`config.mk`:
```
export PLATFORM = sky130hd
export DESIGN_NAME = cdb_arbiter
export DESIGN_NICKNAME = d
export VERILOG_FILES = /design/src/exec_pkg.sv /design/src/cdb_arbiter.sv
export SDC_FILE = /design/constraint.sdc
export NUM_CORES = 1
export LEC_CHECK = 0
export BUFFER_PORTS_ARGS = -buffer_cell sky130_fd_sc_hd__buf_2
export CAP_MARGIN = 5
export CELL_PAD_IN_SITES_DETAIL_PLACEMENT = 1
export CELL_PAD_IN_SITES_GLOBAL_PLACEMENT = 2
export CORE_ASPECT_RATIO = 1.5
export CORE_MARGIN = 2
export CORE_UTILIZATION = 45
export CTS_CLUSTER_SIZE = 8
export DETAILED_ROUTE_END_ITERATION = 6
export PLACE_DENSITY = 0.91
export SLEW_MARGIN = 20
export SYNTH_ARGS = -nofsm -noshare
export SYNTH_HDL_FRONTEND = slang
export SYNTH_SLANG_ARGS = --single-unit
```
`constraint.sdc`:
```
create_clock -name clock -period 8.95 [get_ports clock]
set_clock_uncertainty 0.15 [all_clocks]
set_input_delay 0.895 -clock clock [delete_from_list [all_inputs] [get_ports clock]]
set_output_delay 0.895 -clock clock [all_outputs]
set_load 0.02 [all_outputs]
```
`src/exec_pkg.sv`:
```
`default_nettype none

package exec_pkg;

	// operand width of the integer datapath
	localparam int xlen = 64;

	// reorder-buffer tag width, enough for 32 instructions in flight
	localparam int rob_tag_w = 5;

	// the multiplier is split into this many identical stages
	localparam int mult_stages = 8;

	// each stage consumes this many bits of the multiplier operand
	localparam int mult_slice = xlen / mult_stages;

	// ALU results the arbiter can hold while the multiplier owns the bus
	localparam int alu_queue_depth = 4;

	// queue pointers wrap on their own, so the depth has to be a power of two
	localparam int alu_queue_ptr_w = $clog2(alu_queue_depth);

	// the count must also represent a completely full queue
	localparam int alu_queue_cnt_w = $clog2(alu_queue_depth + 1);

	typedef logic [rob_tag_w-1:0] rob_tag_t;

	// shifts take their amount from the low 6 bits of operand b
	typedef enum logic [2:0] {
		alu_add  = 3'd0,
		alu_sub  = 3'd1,
		alu_and  = 3'd2,
		alu_or   = 3'd3,
		alu_xor  = 3'd4,
		alu_sll  = 3'd5,
		alu_srl  = 3'd6,
		alu_sltu = 3'd7
	} alu_op_t;

	// request to the multiplier, the product is mcand times mplier
	typedef struct packed {
		logic [xlen-1:0] mcand;
		logic [xlen-1:0] mplier;
		rob_tag_t        tag;
	} mult_req_t;

	typedef struct packed {
		alu_op_t         op;
		logic [xlen-1:0] a;
		logic [xlen-1:0] b;
		rob_tag_t        tag;
	} alu_req_t;

	// a finished value from either functional unit
	typedef struct packed {
		logic [xlen-1:0] value;
		rob_tag_t        tag;
	} fu_result_t;

	// state handed from one multiplier stage to the next
	typedef struct packed {
		logic [xlen-1:0] product;
		logic [xlen-1:0] mcand;
		logic [xlen-1:0] mplier;
		rob_tag_t        tag;
	} mult_stage_t;

	// one broadcast on the common data bus
	typedef struct packed {
		logic            valid;
		rob_tag_t        tag;
		logic [xlen-1:0] value;
	} cdb_t;

endpackage

`default_nettype wire

```
`src/cdb_arbiter.sv`:
```
`timescale 1ns/1ps
`default_nettype none

module cdb_arbiter (
	input  logic                 clock,
	input  logic                 reset,
	input  logic                 mult_done,
	input  exec_pkg::fu_result_t mult_result,
	input  logic                 alu_done,
	input  exec_pkg::fu_result_t alu_result,
	output exec_pkg::cdb_t       cdb,
	output logic                 alu_full
);

	// circular queue of ALU results that lost the bus
	exec_pkg::fu_result_t queue_mem [0:exec_pkg::alu_queue_depth-1];

	logic [exec_pkg::alu_queue_ptr_w-1:0] rd_ptr;
	logic [exec_pkg::alu_queue_ptr_w-1:0] wr_ptr;
	logic [exec_pkg::alu_queue_cnt_w-1:0] count;

	logic queue_empty;
	logic queue_at_depth;
	logic drain;
	logic push;

	logic                 cdb_valid;
	exec_pkg::fu_result_t cdb_data;

	assign queue_empty    = (count == '0);
	assign queue_at_depth = (count == exec_pkg::alu_queue_cnt_w'(exec_pkg::alu_queue_depth));

	// the head goes out in every cycle the multiplier leaves the bus free
	assign drain = !mult_done && !queue_empty;

	// a fresh ALU result bypasses the queue only when nothing is waiting and
	// the multiplier is idle, otherwise it has to wait behind older results
	// (a result that arrives on a full queue is dropped)
	assign push = alu_done && (mult_done || !queue_empty) && !queue_at_depth;

	// full also covers the last free slot being taken right now
	assign alu_full = queue_at_depth ||
		(count == exec_pkg::alu_queue_cnt_w'(exec_pkg::alu_queue_depth - 1) && push && !drain);

	always_ff @(posedge clock) begin
		if (reset) begin
			rd_ptr <= '0;
			wr_ptr <= '0;
			count  <= '0;
		end else begin
			if (drain) begin
				rd_ptr <= rd_ptr + 1'b1;
			end
			if (push) begin
				wr_ptr <= wr_ptr + 1'b1;
			end
			// a push and a drain in the same cycle leave the count alone
			if (push && !drain) begin
				count <= count + 1'b1;
			end else if (drain && !push) begin
				count <= count - 1'b1;
			end
		end
	end

	always_ff @(posedge clock) begin
		if (push) begin
			queue_mem[wr_ptr] <= alu_result;
		end
	end

	always_ff @(posedge clock) begin
		if (reset) begin
			cdb_valid <= 1'b0;
		end else begin
			cdb_valid <= mult_done || alu_done || !queue_empty;
		end
	end

	// priority is multiplier, then the oldest queued result, then a fresh one
	always_ff @(posedge clock) begin
		if (mult_done) begin
			cdb_data <= mult_result;
		end else if (!queue_empty) begin
			cdb_data <= queue_mem[rd_ptr];
		end else begin
			cdb_data <= alu_result;
		end
	end

	assign cdb = '{valid: cdb_valid, tag: cdb_data.tag, value: cdb_data.value};

endmodule

`default_nettype wire

```
==> impl_summary.md <==
Yosys
In this run, synthesis produced a sequential element count of 355. The share of the Yosys chip area taken by registers is 0.767. During synthesis, Yosys emitted a total of 0 warnings.

Synthesis produced 645 cells. The post-synthesis cell type count is 26. The synthesized design spends more area on one cell type than any other, namely edfxtp_1. In the post-synthesis netlist, the biggest area contributors are edfxtp_1 64%, dfxtp_1 12%, mux4_2 12%, a222oi_1 5.4%, inv_1 2.2%.

The post-synthesis net count is 793. In this run the cell area of the synthesized design comes to 12900 µm². Each instance of the synthesized netlist takes up on average 19.9 µm².

The area share of the largest cell type after synthesis is 0.644.

Clock tree
The hold-fix buffer count after cts is 0. The clock tree synthesis step divided the H-tree into 2 levels. The tree built by TritonCTS fans out to 355 sinks. Clock latency on the worst-skew pair, taken at its later pin, is 0.55 ns. Clock tree synthesis selected as its root buffer the cell clkbuf_16.

Buffers inserted during clock tree synthesis total 50. The TritonCTS clock tree is built. The post-CTS repair timing setup buffer count is 0. Post-CTS repair changed the size of 0 cells.

The clock passes through at most 3 buffers. After clock tree synthesis, the clock-pin slew on the worst setup and hold paths is 0.05 ns.

STA
The slew at the pin closest to its max-slew limit is 1.06 ns. The worst path meets setup with 5.63 ns of slack. Adding up every negative setup slack in the final design gives 0 ns. Setup violations remaining at the end of the flow were counted as 0. The number of pins with negative max-slew slack in the final report was 0. Setup repair after global routing left no endpoint under its margin.

The worst-case headroom to the max-slew limit is 0.292. The final count of hold timing violations is 0. The worst path needs 3.32 ns of the cycle, external delays included. The final critical-path share of the clock period is 0.371. Based on the critical path, the design can be clocked at up to 301 MHz.

Across all hold checks on the routed design, the worst slack comes to 0.369 ns.

Finish
In the final layout, the share of cells above drive strength 1 is 0.381. In the final layout, the multi-input gates occupy 2540 µm². The count of non-filler cells in the finished layout is 1264.

In the layout the commonest cells are 276 x edfxtp_1, 212 x buf_2, 77 x dfxtp_1, 74 x inv_1. Leaving out fill and tap cells, the most frequent cell in the layout is edfxtp_1. Across the whole layout, storage elements account for 9880 µm².

The layout has 2551 filler cells. The number of nets in the finished design is 1024. From synthesis to final layout, the design area changed by 22.2%.

GRT
The initial antenna violation count is 2. Entering global routing, the biggest net connects 71 pins. After global routing the overflow that remains totals 0.

In the global route stage, met1 resource usage came out at 0.232. The global routing stage identified its most utilized layer as met2. The via count of the first global-routing pass is 7878. The global-route track usage on met3 is 0.0379. The met2 track demand over resource is 0.350. The first global-routing pass estimated 44600 µm of wire. For this run, the total global-route usage over all layers was measured as 0.198.

Worst setup path
The critical path is of the input port to flop type. At the worst endpoint, the required time is 9.26 ns. The largest fanout on the critical path is 51. The worst setup path is captured at a flop.

The startpoint class of the critical path is an input port. The data arrival time of the critical path is 3.63 ns.

Routing
In this run, the number of DRC markers left after iteration 0 of detailed routing was 754. Before antenna repair, the detailed router went through 7 iterations. In the final routed layout, each cell accounts on average for 23.5 µm. The total number of vias is 7190. After detailed routing, the number of vias per cell comes to 5.69. Once detail routing completed, the nets flagged for antenna violations numbered 0. Summed over all layers, the routed wires come to 29700 µm. The number of design rule violations left after detail routing is 1.

Placed design
The pre-CTS worst setup slack is 5.21 ns. At the end of routability-driven placement, the weighted congestion stood at 0.710. The number of placed instances, taps included, is 1168. The post-detailed-placement half-perimeter wirelength is 17200 µm. Port buffering added 212 buffers.

Floorplanning
The height of the die is 211 µm. The core box area is 28100 µm². The starting density of the core is 0.459. The die extent in x is 142 µm. Pin placement for this block handled 213 I/O pins. The row count is 75. The die covers 30000 µm².

Hold path
The worst hold path belongs to the class flop to flop.

Status
The checks that failed: design-rule violations. The flow ran to the end, but the final reports show violations.

Power
Across the VDD grid, the largest voltage drop is 0.166 mV. The leakage power of the design is 5.83 nW. For this design the ratio of total power to cell area is 318 nW/µm².

Job
The number of maximum-capacitance violations is 0.
-- sequential cells by signal, summed over array words and instances, names as in the netlist, named ones only --
register   cells
queue_mem    276
cdb           69
count          3
rd_ptr         2
wr_ptr         2
cdb_valid      1
-- final timing paths --
kind | start | to | slack (ns) | depth (start not counted)
setup / recovery | mult_done | count[2]$_SDFFE_PP0P_ | 5.63 | 10
hold / removal | rd_ptr[1]$_SDFFE_PP0P_ | flop | 0.37 | 2
setup reg to reg | flop | cdb[33]$_DFF_P_ | 6.02 | 4
hold reg to reg | rd_ptr[1]$_SDFFE_PP0P_ | flop | 0.37 | 2
-- layer usage --
metal  up-vias  part of all wire
met5         -                 0
met4         0             0.033
met3        53             0.056
met2       287              0.54
met1      3736              0.37
li1       3114                 -
-- cell families (layout without fill, tap and decap cells) --
logic type	count (synthesis)	in the layout	share of synthesized area
flip-flops	355	355	0.767
buffers and inverters	114	385	0.0375
AO/OA/AOI/OAI	74	74	0.0556
multiplexers	71	71	0.122
AND/OR/NAND/NOR	20	20	0.00768
adder cells (fa/ha/maj)	6	6	0.00642
XOR/XNOR	5	5	0.00340
other	0	2	0
-- area by class of cell --
type,count,area share
clock buffers,90,0.0905
flip-flops and latches,355,0.628
well taps,346,0.0275
repair buffers,219,0.0734
clock inverters,2,0.00103
diodes,2,0.000318
inverters,74,0.0177
multi-input cells,176,0.161
-- power by group --
group          internal (mW)  leakage (nW)  switching (mW)  total, mW
clock network           1.06         0.679           0.658       1.72
logic                  0.461          1.97           0.626       1.09
registers               2.06          3.18           0.135       2.19
-- per-stage QoR --
| stage | instance area (µm²) | power, mW | utilization |
|---|---|---|---|
| floorplan | 12900 | 2.95 | - |
| global placement | 14200 | 3.26 | 0.507 |
| detailed placement | 14200 | 3.31 | 0.507 |
| CTS | 15700 | 5.04 | 0.558 |
| global route | 15700 | 5.21 | 0.560 |
| finish | 15700 | 5.00 | 0.560 |
-- cells in the mapped netlist --
| library cell | number |
|---|---|
| fa_1 | 1 |
| nor4_1 | 1 |
| nor3b_1 | 1 |
| buf_4 | 1 |
| buf_12 | 2 |
| nor3_1 | 1 |
| nand2b_1 | 1 |
| or3_1 | 1 |
| xor2_1 | 2 |
| xnor2_1 | 3 |
| edfxtp_1 | 276 |
| mux4_2 | 69 |
| nand3_1 | 1 |
| dfxtp_1 | 79 |
| buf_6 | 1 |
| inv_1 | 74 |
| nand2_1 | 1 |
| ha_1 | 5 |
| and2_1 | 4 |
| mux2i_1 | 2 |
| o21ai_0 | 2 |
| buf_2 | 9 |
| nor2_1 | 9 |
| a222oi_1 | 69 |
| a21oi_1 | 3 |
| clkbuf_1 | 27 |
-- worst max-delay path, stage by stage --
cell and delay [ns]:
buf_2 0.08, buf_4 0.48, nand2b_1 0.16, a21oi_1 0.50, ha_1 0.30, inv_1 0.06, fa_1 0.37, xor2_1 0.17
or3_1 0.33, a21oi_1 0.24
No activity file was read; power rests on OpenSTA's default activity.
